<file path="config.mk">
export PLATFORM = sky130hd
export DESIGN_NAME = datapath
export DESIGN_NICKNAME = d
export VERILOG_FILES = /design/src/cpu_types_pkg.sv /design/src/fetch_stage.sv /design/src/decode_stage.sv /design/src/execute_stage.sv /design/src/memory_stage.sv /design/src/hazard_unit.sv /design/src/forwarding_unit.sv /design/src/datapath.sv
export SDC_FILE = /design/constraint.sdc
export NUM_CORES = 2
export LEC_CHECK = 0
export BUFFER_PORTS_ARGS = -buffer_cell sky130_fd_sc_hd__buf_2
export CAP_MARGIN = 20
export CORE_AREA = 5 5 422 424
export CTS_CLUSTER_SIZE = 8
export DETAILED_ROUTE_END_ITERATION = 8
export DIE_AREA = 0 0 427 429
export SLEW_MARGIN = 30
export SYNTH_ARGS = -nofsm -noshare
export SYNTH_HDL_FRONTEND = slang
export SYNTH_SLANG_ARGS = --single-unit
</file>
<file path="constraint.sdc">
create_clock -name CLK -period 10.3 [get_ports CLK]
set_clock_uncertainty 0.2 [all_clocks]
set_input_delay 1.545 -clock CLK [delete_from_list [all_inputs] [get_ports CLK]]
set_output_delay 1.545 -clock CLK [all_outputs]
set_load 0.1 [all_outputs]
</file>
<file path="src/cpu_types_pkg.sv">
// Processor types shared by all stages: word widths, MIPS encodings, ALU ops, forwarding selects
package cpu_types_pkg;

  typedef logic [31:0] word_t;
  typedef logic [4:0]  regbits_t;

  typedef enum logic [5:0] {
    OP_RTYPE = 6'h00,
    OP_J     = 6'h02,
    OP_BEQ   = 6'h04,
    OP_BNE   = 6'h05,
    OP_ADDIU = 6'h09,
    OP_ORI   = 6'h0d,
    OP_LUI   = 6'h0f,
    OP_LW    = 6'h23,
    OP_SW    = 6'h2b,
    OP_HALT  = 6'h3f
  } opcode_t;

  // R-type function field
  typedef enum logic [5:0] {
    FN_ADDU = 6'h21,
    FN_SUBU = 6'h23,
    FN_AND  = 6'h24,
    FN_OR   = 6'h25,
    FN_SLT  = 6'h2a
  } funct_t;

  typedef enum logic [2:0] {
    ALU_ADD,
    ALU_SUB,
    ALU_AND,
    ALU_OR,
    ALU_SLT,
    ALU_LUI
  } aluop_t;

  typedef struct packed {
    opcode_t    opcode;
    regbits_t   rs;
    regbits_t   rt;
    regbits_t   rd;
    logic [4:0] shamt;
    funct_t     funct;
  } r_type_t;

  typedef struct packed {
    opcode_t     opcode;
    regbits_t    rs;
    regbits_t    rt;
    logic [15:0] imm;
  } i_type_t;

  // Same instruction word seen as R-type or I-type
  typedef union packed {
    r_type_t r;
    i_type_t i;
  } instr_u;

  typedef enum logic [1:0] {
    FWD_NONE,
    FWD_MEM,
    FWD_WB
  } fwd_sel_t;

endpackage

</file>
<file path="src/fetch_stage.sv">
// Fetch stage: PC register, next-PC selection and the fetch/decode pipeline register
module fetch_stage #(
  parameter cpu_types_pkg::word_t PC_INIT = 32'h0
) (
  input  logic                   CLK,
  input  logic                   nRST,
  input  logic                   ihit,
  input  cpu_types_pkg::word_t   imem_load,
  input  logic                   freeze,
  input  logic                   flush,
  input  logic                   halted,
  input  logic                   branch_taken,
  input  cpu_types_pkg::word_t   branch_addr,
  input  logic                   jump_sel,
  input  cpu_types_pkg::word_t   jump_addr,
  output logic                   imem_ren,
  output cpu_types_pkg::word_t   imem_addr,
  output cpu_types_pkg::instr_u  instr,
  output cpu_types_pkg::word_t   npc
);
  import cpu_types_pkg::*;

  word_t pc;
  word_t pc_plus4;
  word_t pc_next;
  logic  redirect;

  assign pc_plus4 = pc + 32'd4;
  assign redirect = branch_taken | jump_sel;
  assign pc_next  = jump_sel ? jump_addr : (branch_taken ? branch_addr : pc_plus4);

  assign imem_ren  = ~halted;
  assign imem_addr = pc;

  // A redirect from decode moves the PC even while the fetch is still waiting
  always_ff @(posedge CLK, negedge nRST) begin
    if (!nRST) begin
      pc <= PC_INIT;
    end else if (!freeze && !halted && (ihit || redirect)) begin
      pc <= pc_next;
    end
  end

  // Bubble into decode on flush, missing hit or halt
  always_ff @(posedge CLK, negedge nRST) begin
    if (!nRST) begin
      instr <= '0;
    end else if (!freeze) begin
      if (flush || !ihit || halted) begin
        instr <= '0;
      end else begin
        instr <= imem_load;
      end
    end
  end

  always_ff @(posedge CLK) begin
    if (!freeze && ihit) begin
      npc <= pc_plus4;
    end
  end

endmodule

</file>
<file path="src/decode_stage.sv">
// Decode stage: register file, control decode, branch and jump resolution, decode/execute register
module decode_stage (
  input  logic                     CLK,
  input  logic                     nRST,
  input  cpu_types_pkg::instr_u    instr,
  input  cpu_types_pkg::word_t     npc,
  input  logic                     freeze,
  input  logic                     flush,
  input  logic                     wb_wen,
  input  cpu_types_pkg::regbits_t  wb_reg,
  input  cpu_types_pkg::word_t     wb_data,
  output logic                     branch_taken,
  output cpu_types_pkg::word_t     branch_addr,
  output logic                     jump_sel,
  output cpu_types_pkg::word_t     jump_addr,
  output cpu_types_pkg::regbits_t  ex_rs,
  output cpu_types_pkg::regbits_t  ex_rt,
  output cpu_types_pkg::regbits_t  ex_rd,
  output cpu_types_pkg::word_t     ex_a,
  output cpu_types_pkg::word_t     ex_b,
  output cpu_types_pkg::word_t     ex_imm,
  output cpu_types_pkg::aluop_t    ex_aluop,
  output logic                     ex_use_imm,
  output logic                     ex_reg_wen,
  output logic                     ex_dren,
  output logic                     ex_dwen,
  output logic                     ex_halt
);
  import cpu_types_pkg::*;

  word_t    regs [1:31];
  word_t    rs_val;
  word_t    rt_val;
  word_t    imm_ext;
  regbits_t dest;
  aluop_t   aluop;
  logic     use_imm;
  logic     reg_wen;
  logic     dren;
  logic     dwen;
  logic     halt_op;

  always_ff @(posedge CLK) begin
    if (wb_wen && wb_reg != '0) begin
      regs[wb_reg] <= wb_data;
    end
  end

  // Write-first read with bypass of the writeback value
  assign rs_val = (instr.i.rs == '0) ? '0 :
                  (wb_wen && wb_reg == instr.i.rs) ? wb_data : regs[instr.i.rs];
  assign rt_val = (instr.i.rt == '0) ? '0 :
                  (wb_wen && wb_reg == instr.i.rt) ? wb_data : regs[instr.i.rt];

  assign branch_addr = npc + {imm_ext[29:0], 2'b00};

  always_comb begin
    dest         = instr.i.rt;
    aluop        = ALU_ADD;
    use_imm      = 1'b1;
    reg_wen      = 1'b0;
    dren         = 1'b0;
    dwen         = 1'b0;
    halt_op      = 1'b0;
    branch_taken = 1'b0;
    jump_sel     = 1'b0;
    imm_ext      = {{16{instr.i.imm[15]}}, instr.i.imm};
    jump_addr    = {npc[31:28], instr.i.rs, instr.i.rt, instr.i.imm, 2'b00};
    case (instr.r.opcode)
      OP_RTYPE: begin
        dest    = instr.r.rd;
        use_imm = 1'b0;
        reg_wen = 1'b1;
        case (instr.r.funct)
          FN_ADDU: aluop = ALU_ADD;
          FN_SUBU: aluop = ALU_SUB;
          FN_AND:  aluop = ALU_AND;
          FN_OR:   aluop = ALU_OR;
          FN_SLT:  aluop = ALU_SLT;
          // Unknown function codes, and the all-zero bubble, write nothing
          default: reg_wen = 1'b0;
        endcase
      end
      OP_ADDIU: reg_wen = 1'b1;
      OP_ORI: begin
        reg_wen = 1'b1;
        aluop   = ALU_OR;
        imm_ext = {16'h0, instr.i.imm};
      end
      OP_LUI: begin
        reg_wen = 1'b1;
        aluop   = ALU_LUI;
        imm_ext = {16'h0, instr.i.imm};
      end
      OP_LW: begin
        reg_wen = 1'b1;
        dren    = 1'b1;
      end
      OP_SW:  dwen = 1'b1;
      OP_BEQ: branch_taken = (rs_val == rt_val);
      OP_BNE: branch_taken = (rs_val != rt_val);
      OP_J:   jump_sel = 1'b1;
      OP_HALT: begin
        // Spin on the HALT itself so nothing younger enters the pipeline
        halt_op   = 1'b1;
        jump_sel  = 1'b1;
        jump_addr = npc - 32'd4;
      end
      default: ;
    endcase
  end

  always_ff @(posedge CLK, negedge nRST) begin
    if (!nRST) begin
      ex_rs      <= '0;
      ex_rt      <= '0;
      ex_rd      <= '0;
      ex_aluop   <= ALU_ADD;
      ex_use_imm <= 1'b0;
      ex_reg_wen <= 1'b0;
      ex_dren    <= 1'b0;
      ex_dwen    <= 1'b0;
      ex_halt    <= 1'b0;
    end else if (!freeze) begin
      if (flush) begin
        ex_rs      <= '0;
        ex_rt      <= '0;
        ex_rd      <= '0;
        ex_reg_wen <= 1'b0;
        ex_dren    <= 1'b0;
        ex_dwen    <= 1'b0;
        ex_halt    <= 1'b0;
      end else begin
        ex_rs      <= instr.i.rs;
        ex_rt      <= instr.i.rt;
        ex_rd      <= dest;
        ex_aluop   <= aluop;
        ex_use_imm <= use_imm;
        ex_reg_wen <= reg_wen;
        ex_dren    <= dren;
        ex_dwen    <= dwen;
        ex_halt    <= halt_op;
      end
    end
  end

  always_ff @(posedge CLK) begin
    if (!freeze) begin
      ex_a   <= rs_val;
      ex_b   <= rt_val;
      ex_imm <= imm_ext;
    end
  end

endmodule

</file>
<file path="src/execute_stage.sv">
// Execute stage: operand forwarding, ALU and the execute/memory pipeline register
module execute_stage (
  input  logic                     CLK,
  input  logic                     nRST,
  input  logic                     freeze_all,
  input  cpu_types_pkg::regbits_t  ex_rd,
  input  cpu_types_pkg::word_t     ex_a,
  input  cpu_types_pkg::word_t     ex_b,
  input  cpu_types_pkg::word_t     ex_imm,
  input  cpu_types_pkg::aluop_t    ex_aluop,
  input  logic                     ex_use_imm,
  input  logic                     ex_reg_wen,
  input  logic                     ex_dren,
  input  logic                     ex_dwen,
  input  logic                     ex_halt,
  input  cpu_types_pkg::fwd_sel_t  fwd_a,
  input  cpu_types_pkg::fwd_sel_t  fwd_b,
  input  cpu_types_pkg::word_t     wb_data,
  output cpu_types_pkg::word_t     mem_result,
  output cpu_types_pkg::word_t     mem_store,
  output cpu_types_pkg::regbits_t  mem_rd,
  output logic                     mem_reg_wen,
  output logic                     mem_dren,
  output logic                     mem_dwen,
  output logic                     mem_halt
);
  import cpu_types_pkg::*;

  word_t a_op;
  word_t b_fwd;
  word_t b_op;
  word_t alu_out;

  function automatic word_t pick(input fwd_sel_t sel, input word_t own, input word_t from_mem,
                                 input word_t from_wb);
    case (sel)
      FWD_MEM: return from_mem;
      FWD_WB:  return from_wb;
      default: return own;
    endcase
  endfunction

  // The memory-stage value is this stage's own registered result
  assign a_op  = pick(fwd_a, ex_a, mem_result, wb_data);
  assign b_fwd = pick(fwd_b, ex_b, mem_result, wb_data);
  assign b_op  = ex_use_imm ? ex_imm : b_fwd;

  always_comb begin
    case (ex_aluop)
      ALU_SUB: alu_out = a_op - b_op;
      ALU_AND: alu_out = a_op & b_op;
      ALU_OR:  alu_out = a_op | b_op;
      ALU_SLT: alu_out = {31'b0, $signed(a_op) < $signed(b_op)};
      ALU_LUI: alu_out = {b_op[15:0], 16'h0};
      default: alu_out = a_op + b_op;
    endcase
  end

  always_ff @(posedge CLK, negedge nRST) begin
    if (!nRST) begin
      mem_rd      <= '0;
      mem_reg_wen <= 1'b0;
      mem_dren    <= 1'b0;
      mem_dwen    <= 1'b0;
      mem_halt    <= 1'b0;
    end else if (!freeze_all) begin
      mem_rd      <= ex_rd;
      mem_reg_wen <= ex_reg_wen;
      mem_dren    <= ex_dren;
      mem_dwen    <= ex_dwen;
      mem_halt    <= ex_halt;
    end
  end

  always_ff @(posedge CLK) begin
    if (!freeze_all) begin
      mem_result <= alu_out;
      mem_store  <= b_fwd;
    end
  end

endmodule

</file>
<file path="src/memory_stage.sv">
// Memory stage: data request control and the memory/writeback pipeline register
module memory_stage (
  input  logic                     CLK,
  input  logic                     nRST,
  input  cpu_types_pkg::word_t     mem_result,
  input  cpu_types_pkg::word_t     mem_store,
  input  cpu_types_pkg::regbits_t  mem_rd,
  input  logic                     mem_reg_wen,
  input  logic                     mem_dren,
  input  logic                     mem_dwen,
  input  logic                     mem_halt,
  input  logic                     dhit,
  input  cpu_types_pkg::word_t     dmem_load,
  output logic                     dmem_ren,
  output logic                     dmem_wen,
  output cpu_types_pkg::word_t     dmem_addr,
  output cpu_types_pkg::word_t     dmem_store,
  output logic                     mem_busy,
  output logic                     wb_sel_load,
  output cpu_types_pkg::word_t     wb_alu,
  output cpu_types_pkg::word_t     wb_load,
  output cpu_types_pkg::regbits_t  wb_reg,
  output logic                     wb_wen,
  output logic                     wb_halt
);

  logic wb_wen_q;

  // Request comes straight from the held execute/memory register
  assign dmem_ren   = mem_dren;
  assign dmem_wen   = mem_dwen;
  assign dmem_addr  = mem_result;
  assign dmem_store = mem_store;
  assign mem_busy   = (mem_dren | mem_dwen) & ~dhit;

  // Register keeps its contents while busy, but the write port sees a bubble
  assign wb_wen = wb_wen_q & ~mem_busy;

  always_ff @(posedge CLK, negedge nRST) begin
    if (!nRST) begin
      wb_sel_load <= 1'b0;
      wb_reg      <= '0;
      wb_wen_q    <= 1'b0;
      wb_halt     <= 1'b0;
    end else if (!mem_busy) begin
      wb_sel_load <= mem_dren;
      wb_reg      <= mem_rd;
      wb_wen_q    <= mem_reg_wen;
      wb_halt     <= mem_halt;
    end
  end

  always_ff @(posedge CLK) begin
    if (!mem_busy) begin
      wb_alu  <= mem_result;
      wb_load <= dmem_load;
    end
  end

endmodule

</file>
<file path="src/hazard_unit.sv">
// Hazard unit: load-use stall, memory wait freeze and branch flush control
module hazard_unit (
  input  cpu_types_pkg::instr_u    instr,
  input  logic                     ex_dren,
  input  cpu_types_pkg::regbits_t  ex_rd,
  input  logic                     branch_taken,
  input  logic                     jump_sel,
  input  logic                     mem_busy,
  output logic                     freeze_fd,
  output logic                     flush_fd,
  output logic                     flush_dx,
  output logic                     freeze_all
);

  logic load_use;

  // Load in execute writing a source of the instruction in decode
  assign load_use = ex_dren && (ex_rd != '0) &&
                    (ex_rd == instr.r.rs || ex_rd == instr.r.rt);

  assign freeze_all = mem_busy;
  assign freeze_fd  = load_use | mem_busy;
  assign flush_dx   = load_use & ~mem_busy;

  // A redirect counts only once decode is allowed to move on
  assign flush_fd = (branch_taken | jump_sel) & ~freeze_fd;

endmodule

</file>
<file path="src/forwarding_unit.sv">
// Forwarding unit: picks the execute operand sources from the memory and writeback stages
module forwarding_unit (
  input  cpu_types_pkg::regbits_t  ex_rs,
  input  cpu_types_pkg::regbits_t  ex_rt,
  input  cpu_types_pkg::regbits_t  mem_rd,
  input  logic                     mem_reg_wen,
  input  logic                     mem_dren,
  input  cpu_types_pkg::regbits_t  wb_reg,
  input  logic                     wb_wen,
  output cpu_types_pkg::fwd_sel_t  fwd_a,
  output cpu_types_pkg::fwd_sel_t  fwd_b
);
  import cpu_types_pkg::*;

  logic mem_ok;
  logic wb_ok;

  // Load data is not ready in the memory stage yet
  assign mem_ok = mem_reg_wen && !mem_dren && (mem_rd != '0);
  assign wb_ok  = wb_wen && (wb_reg != '0);

  // Memory stage wins over writeback
  assign fwd_a = (mem_ok && mem_rd == ex_rs) ? FWD_MEM :
                 (wb_ok && wb_reg == ex_rs) ? FWD_WB : FWD_NONE;
  assign fwd_b = (mem_ok && mem_rd == ex_rt) ? FWD_MEM :
                 (wb_ok && wb_reg == ex_rt) ? FWD_WB : FWD_NONE;

endmodule

</file>
<file path="src/datapath.sv">
// Pipelined MIPS datapath top: stage and unit wiring, writeback mux and halt register
module datapath #(
  parameter cpu_types_pkg::word_t PC_INIT = 32'h0
) (
  input  logic                   CLK,
  input  logic                   nRST,
  input  logic                   ihit,
  input  cpu_types_pkg::word_t   imem_load,
  input  logic                   dhit,
  input  cpu_types_pkg::word_t   dmem_load,
  output logic                   imem_ren,
  output cpu_types_pkg::word_t   imem_addr,
  output logic                   dmem_ren,
  output logic                   dmem_wen,
  output cpu_types_pkg::word_t   dmem_addr,
  output cpu_types_pkg::word_t   dmem_store,
  output logic                   halt
);
  import cpu_types_pkg::*;

  instr_u   instr;
  word_t    npc;
  logic     branch_taken;
  logic     jump_sel;
  word_t    branch_addr;
  word_t    jump_addr;
  regbits_t ex_rs;
  regbits_t ex_rt;
  regbits_t ex_rd;
  word_t    ex_a;
  word_t    ex_b;
  word_t    ex_imm;
  aluop_t   ex_aluop;
  logic     ex_use_imm;
  logic     ex_reg_wen;
  logic     ex_dren;
  logic     ex_dwen;
  logic     ex_halt;
  fwd_sel_t fwd_a;
  fwd_sel_t fwd_b;
  word_t    mem_result;
  word_t    mem_store;
  regbits_t mem_rd;
  logic     mem_reg_wen;
  logic     mem_dren;
  logic     mem_dwen;
  logic     mem_halt;
  logic     mem_busy;
  logic     wb_sel_load;
  word_t    wb_alu;
  word_t    wb_load;
  word_t    wb_data;
  regbits_t wb_reg;
  logic     wb_wen;
  logic     wb_halt;
  logic     freeze_fd;
  logic     flush_fd;
  logic     flush_dx;
  logic     freeze_all;

  fetch_stage #(.PC_INIT(PC_INIT)) fetch_i (
    .CLK, .nRST, .ihit, .imem_load,
    .freeze(freeze_fd), .flush(flush_fd), .halted(halt),
    .branch_taken, .branch_addr, .jump_sel, .jump_addr,
    .imem_ren, .imem_addr, .instr, .npc
  );

  decode_stage decode_i (
    .CLK, .nRST, .instr, .npc,
    .freeze(freeze_all), .flush(flush_dx),
    .wb_wen, .wb_reg, .wb_data,
    .branch_taken, .branch_addr, .jump_sel, .jump_addr,
    .ex_rs, .ex_rt, .ex_rd, .ex_a, .ex_b, .ex_imm, .ex_aluop,
    .ex_use_imm, .ex_reg_wen, .ex_dren, .ex_dwen, .ex_halt
  );

  execute_stage execute_i (
    .CLK, .nRST, .freeze_all,
    .ex_rd, .ex_a, .ex_b, .ex_imm, .ex_aluop,
    .ex_use_imm, .ex_reg_wen, .ex_dren, .ex_dwen, .ex_halt,
    .fwd_a, .fwd_b, .wb_data,
    .mem_result, .mem_store, .mem_rd, .mem_reg_wen, .mem_dren, .mem_dwen, .mem_halt
  );

  memory_stage memory_i (
    .CLK, .nRST,
    .mem_result, .mem_store, .mem_rd, .mem_reg_wen, .mem_dren, .mem_dwen, .mem_halt,
    .dhit, .dmem_load,
    .dmem_ren, .dmem_wen, .dmem_addr, .dmem_store, .mem_busy,
    .wb_sel_load, .wb_alu, .wb_load, .wb_reg, .wb_wen, .wb_halt
  );

  hazard_unit hazard_i (
    .instr, .ex_dren, .ex_rd, .branch_taken, .jump_sel, .mem_busy,
    .freeze_fd, .flush_fd, .flush_dx, .freeze_all
  );

  forwarding_unit forward_i (
    .ex_rs, .ex_rt, .mem_rd, .mem_reg_wen, .mem_dren, .wb_reg, .wb_wen,
    .fwd_a, .fwd_b
  );

  // Writeback result select
  assign wb_data = wb_sel_load ? wb_load : wb_alu;

  // Sticky until reset
  always_ff @(posedge CLK, negedge nRST) begin
    if (!nRST) begin
      halt <= 1'b0;
    end else if (wb_halt) begin
      halt <= 1'b1;
    end
  end

endmodule

</file>
# Yosys cells after proc, flatten, opt, wreduce, memory -nomap -nowiden
# Memory sizes are Yosys's and may differ from the RTL's.
# Index checks and enable logic that the tools add are counted.
[word_totals] output_inout_bits=100 word_cells=155 ff_bits=360 n_memories=1 in_bits=68 mem_bits_rw=992
[op_classes] mux=38 reduce_logical=33 magnitude_cmp=1 n_addsub=5 eq_ne=33 bitwise=14
[memory_table] name="decode_i.regs" words=31 width=32 read_ports=2 rd_ports_with_merged_regs=0 wr=1 line_no="decode_stage.sv:31" source="word_t regs [1:31];"
[ops] cell="$mux 32" count=10
[ops] cell="$pmux 32 s5" count=1
[ops] cell="$pmux 32 s2" count=2
[ops] cell="$add 32x32->32" count=2
[ops] cell="$eq 6x6->1 const B" count=8
[ops] cell="$eq 5x5->1" count=8
[ops] cell="$add 32x3->32 const B" count=1
[ops] cell="$and 32x32->32" count=1
[ops] cell="$eq 32x32->1" count=1
[ops] cell="$lt 32x32->1" count=1
[ops] cell="$ne 32x32->1" count=1
[ops] cell="$or 32x32->32" count=1
[ops] cell="$sub 32x3->32 const B" count=1
[ops] cell="$sub 32x32->32" count=1
[ops] cell="$mux 30" count=1
[ops] cell="$mux 5" count=4
[ops] cell="$eq 6x4->1 const B" count=3
[ops] cell="$reduce_bool 5->1" count=3
[ops] cell="$logic_and 1x1->1" count=14
[ops] cell="$eq 6x3->1 const B" count=2
[ops] cell="$mux 1" count=12
[ops] cell="$pmux 3 s4" count=1
[ops] cell="$logic_not 5->1" count=2
[ops] cell="$pmux 3 s3" count=1
[ops] cell="other kinds (18)" count=42

# Depth between registers and ports, before layout
[depth] ltp_word=14 ltp_mapped=29 ltp_nobuf=25

# Modules after synthesis
# Synthesis repeated with hierarchy kept, for this count alone.
[unflattened] hier_cells=5052 area_unflattened_um2=71014.4
[modules_own_cells] mod="decode_stage" n_inst=1 area_per_inst_um2=53356.2 cells_per_inst=3164 seq_area_each_um2=32826.5
[modules_own_cells] mod="execute_stage" n_inst=1 area_per_inst_um2=9185.1 cells_per_inst=1203 seq_area_each_um2=2147.1
[modules_own_cells] mod="fetch_stage" n_inst=1 area_per_inst_um2=4682.0 cells_per_inst=438 seq_area_each_um2=2562.5
[modules_own_cells] mod="memory_stage" n_inst=1 area_per_inst_um2=2771.4 cells_per_inst=151 seq_area_each_um2=2122.0
[modules_own_cells] mod="datapath" n_inst=1 area_per_inst_um2=575.6 cells_per_inst=38 seq_area_each_um2=25.0
[modules_own_cells] mod="forwarding_unit" n_inst=1 area_per_inst_um2=276.5 cells_per_inst=35 seq_area_each_um2=0.0
[modules_own_cells] mod="hazard_unit" n_inst=1 area_per_inst_um2=167.7 cells_per_inst=23 seq_area_each_um2=0.0

# Least setup slack after synthesis
# OpenSTA, ideal clock, no wires.
[synth_path] kind="input-to-reg" start="in dhit" end="reg decode_i.ex_a[0] (enable)" t_required_ns=9.445 cell_stages=4 slack_ns=1.609 arrival_time_ns=7.835 setup_time_ns=0.655 path_buffers=2 cell_sequence="nor2_2 -> inv_1 -> clkbuf_1 -> buf_1"
[synth_between] elab_chain_cells=2
[synth_lines] element="start: declaration" line_no="datapath.sv:9" source="input logic dhit,"
[synth_lines] element="$not 1->1" line_no="memory_stage.sv:34" source="assign mem_busy = (mem_dren | mem_dwen) & ~dhit;"
[synth_lines] element="$and 1x1->1" line_no="memory_stage.sv:34"
[synth_lines] element="end signal: assignment" line_no="decode_stage.sv:149" source="ex_a <= rs_val;"
[synth_lines] element="end: declaration" line_no="decode_stage.sv:19" source="output cpu_types_pkg::word_t ex_a,"
# No other way between the ends.
# A chain may end at the register's enable or synchronous reset.

# Worst setup path in the final report
[layout_path] start="reg fetch_i.instr[22] (netlist bit)" end="reg fetch_i.pc[15], in the netlist fetch_i.imem_addr[15]"
[layout_between] elab_chain_cells=9 word_cells_on_any_way=20 cone_classes="4 x eq/ne; 5 x mux; 2 x bitwise; 8 x reduce/logical; 1 x memory"
[layout_lines] element="start: declaration" line_no="fetch_stage.sv:18" source="output cpu_types_pkg::instr_u instr,"
[layout_lines] element="start signal: assignment" line_no="fetch_stage.sv:52" source="instr <= imem_load;"
[layout_lines] element="branches (longest 3 deep; another with $mem_v2 31x32)"
[layout_lines] element="$mux 32 (*)" line_no="decode_stage.sv:50" source="assign rs_val = (instr.i.rs == '0) ? '0 :"
[layout_lines] element="via decode_i.rs_val[10]" line_no="decode_stage.sv:32" source="word_t rs_val;"
[layout_lines] element="$ne 32x32->1 or $eq 32x32->1 (tied branches)" line_no="decode_stage.sv:101, decode_stage.sv:100"
[layout_lines] element="$pmux 1 s2 (*)" line_no="decode_stage.sv:69" source="case (instr.r.opcode)"
[layout_lines] element="$or 1x1->1" line_no="fetch_stage.sv:29" source="assign redirect = branch_taken | jump_sel;"
[layout_lines] element="$logic_or 1x1->1" line_no="fetch_stage.sv:39" source="end else if (!freeze && !halted && (ihit || redirect)) begin"
[layout_lines] element="$logic_and 1x1->1" line_no="fetch_stage.sv:39"
[layout_lines] element="end signal: assignment" line_no="fetch_stage.sv:40" source="pc <= pc_next;"
[layout_lines] element="end: declaration" line_no="fetch_stage.sv:23" source="word_t pc;"
# Mark *: on every way through the listed nets, which the timed path passes.

==> metrics <==
Crit Path Class flop to flop; starting density of the core about two fifths; via count 49,300; Die H 429 um; 1st-iter DRT viols 6,719; power density of the placed cells 222 mW/mm2; CP max stage delay 0.89 ns; core area 0.173 mm2; Top delay family on crit path compound AO/OA/AOI/OAI gates; max reg flops just under 1,000; design area approximately 0.078 mm2; total iterations of the first detailed-routing run 6; syn_nets 5,184; Die W 427 um; Mapped Area just under 0.07 mm2; WL/cell 33.3 um; Sink Count approximately 1,300; routability cong. 0.955; num ports about 170; clock latency on the worst-skew pair 0.87 ns; Syn-to-layout area delta 12.6%; Most common cell on crit path buf_4; Gate power share between 20% and 30%; vias in the first global route 47,500; most frequent cells in the layout 1,234 x edfxtp_1, 343 x mux4_2, 336 x nand2_1, 263 x o21ai_0, 248 x mux2i_1; gr ovfl total 0; remaining antenna violation count 0; PostCTS Resize Cnt 0; Nets roughly 5,400; EDFF count, synth about 1,200; Clock transition at path regs 0.06 ns; unrepaired setup endpoints after global routing no; Slew @ Worst Pin 1.14 ns; largest net degree at the start of global routing 88; Tot Pwr 0.0173 W; hold-fix buffer count after cts 0; Worst VDD drop 0.000165 V; # DRC 0; CP startpoint kind flop; Synth async-reset ratio 7.84%; synth warn 0; Root Buffer clkbuf_16; reported net switching power 0.00606 W; layout cells sized above 1 between 20% and 30%; die footprint 0.183 mm2; placed cells 7,306; Total Wirelength 251,000 um; Slew Limit Fails 0; Port Buffer Count 167; Area after DPL 0.0726 mm2; Crit. End Element flop; Required @ worst endpoint roughly 11 ns; DR vias/cell between 6 and 7; top_reg_cell synth edfxtp_1; critical path buffer and inverter count 2; CP Cell Sequence buf_4, nor2_2, nand3_1, o21a_1, o211ai_1, o31ai_1, xnor2_1, nand4b_1, or4b_1, or4_1, or3b_1, a31oi_4, buf_4, nor2_1, a41oi_1; Arr. time, crit path 8.52 ns; Leakage ~26 nW; GRT Util Overall 26.8%; Sw Share 35.0%; Slowest cell on crit path dfrtp_4; sequential fraction of the synthesis area 57.4%; Sequential Power Share 42.5%; mean post-synth cell area roughly 14 um2; status finished, final reports clean; commonest non-fill, non-tap cell in the layout edfxtp_1; setup repair bufs after CTS 0; final-report setup violation count 0; clk buf depth 3; CTS Buf Count ~190; Hold Violations, Final 0; Period Utilization, post-route 77.4%; initial antenna violation count 9; Max Cap Viol 0; Top reg by flops decode_i.regs; TNS Setup 0 ns; row count approximately 150; HPWL Detailed 159,000 um; Crit Path Max Fanout 35; normalized max-slew margin 23.9%; CTS tree done; Clk pwr share roughly 33%; first-pass GRT wire length between 300,000 and 400,000 um; Post-Layout Cell Count 7,545; H-Tree Depth 4; Max Clock Freq 0.125 GHz; post-synthesis cell count 4,986; Yosys cell types 106; Int Power 0.0112 W; #FFs+latches synth 1,339; crit path time final approximately 8.0 ns; Hold/Removal Path Class flop to flop
area by class of cell:
class	instances	area [um2]
tap	2325	2910
inverter	163	619
clock buffer	213	4770
sequential	1339	39700
clock inverter	18	419
timing repair buffer	321	2100
fill	15400	95600
antenna	7	17.5
multi-input combinational	3159	27300
power groups by stage:
stage	clock, W	combinational (W)	sequential (W)
after floorplan	0	0.00201	0.00814
after global placement	0	0.00420	0.00744
after detailed placement	0	0.00424	0.00744
after CTS	0.00568	0.00425	0.00734
after global routing	0.00593	0.00454	0.00736
final	0.00562	0.00433	0.00734
final timing paths:
kind	start	end	cells after the start	slack [ns]
max	fetch_i.instr[22]$_DFFE_PN0N_	fetch_i.imem_addr[15]$_DFFE_PN0P_	15	2.33
min	memory_i.wb_halt$_DFFE_PN0N_	halt$_DFFE_PN0P_	1	0.26
max reg2reg	fetch_i.instr[22]$_DFFE_PN0N_	fetch_i.imem_addr[15]$_DFFE_PN0P_	15	2.33
min reg2reg	memory_i.wb_halt$_DFFE_PN0N_	halt$_DFFE_PN0P_	1	0.26
max in group asynchronous	nRST	fetch_i.instr[16]$_DFFE_PN0N_	2	8.25
min in group asynchronous	nRST	fetch_i.imem_addr[1]$_DFFE_PN0P_	1	0.45
metal layers:
| layer | wire [um] | vias up | global-route usage [%] |
|---|---|---|---|
| met5 | 138 | - | 0.503 |
| met4 | 13800 | 4 | 13.0 |
| met3 | 28400 | 661 | 6.66 |
| met2 | 112000 | 3311 | 40.6 |
| met1 | 96800 | 25200 | 36.1 |
| li1 | - | 20100 | - |
cell families after synthesis:
logic type	count (synthesis)	synth area share (%)
compound gates	1162	11.1
xor+xnor	144	1.82
fa+ha+maj	130	2.39
buf+inv	488	3.71
flops	1339	57.4
mux	685	16.3
simple gates	1038	7.23
per-stage QoR:
step                      utilization, %  hold WS (ns)  setup slack (ns)
after floorplan                        -         0.230              1.61
after global placement              41.8         0.250              2.07
after detailed placement            41.8         0.244              2.12
after CTS                           44.8         0.257              2.54
after global routing                44.9         0.269              2.28
final                               44.9         0.256              2.33
worst reg2reg max path: stages (launching register included):
cell,delay [ns]
dfrtp_4,0.89
buf_4,0.60
nor2_2,0.11
nand3_1,0.63
o21a_1,0.81
o211ai_1,0.19
o31ai_1,0.88
xnor2_1,0.22
nand4b_1,0.19
or4b_1,0.55
or4_1,0.56
or3b_1,0.70
a31oi_4,0.75
buf_4,0.36
nor2_1,0.07
a41oi_1,0.19
synth_stat cells (37+ instances only):
cell type,count,share of area [%]
a211oi_1,40,0.43
buf_4,60,0.65
clkbuf_1,135,0.73
buf_2,66,0.48
nor4_1,42,0.38
inv_1,157,0.85
edfxtp_1,1234,54
mux2i_1,254,3.7
o21ai_0,264,1.9
a221oi_1,37,0.47
nand3_1,71,0.51
xnor2_1,82,1.0
mux4_2,343,11
mux2_2,83,1.4
a22o_1,41,0.52
nor3_1,66,0.48
xor2_1,62,0.79
buf_6,37,0.60
ha_1,127,2.3
nand2_1,336,1.8
dfrtp_1,105,3.8
nor2_1,272,1.5
a22oi_1,47,0.51
o22ai_1,199,1.8
a21oi_1,213,1.5
Power figures use the tool's default switching activity.
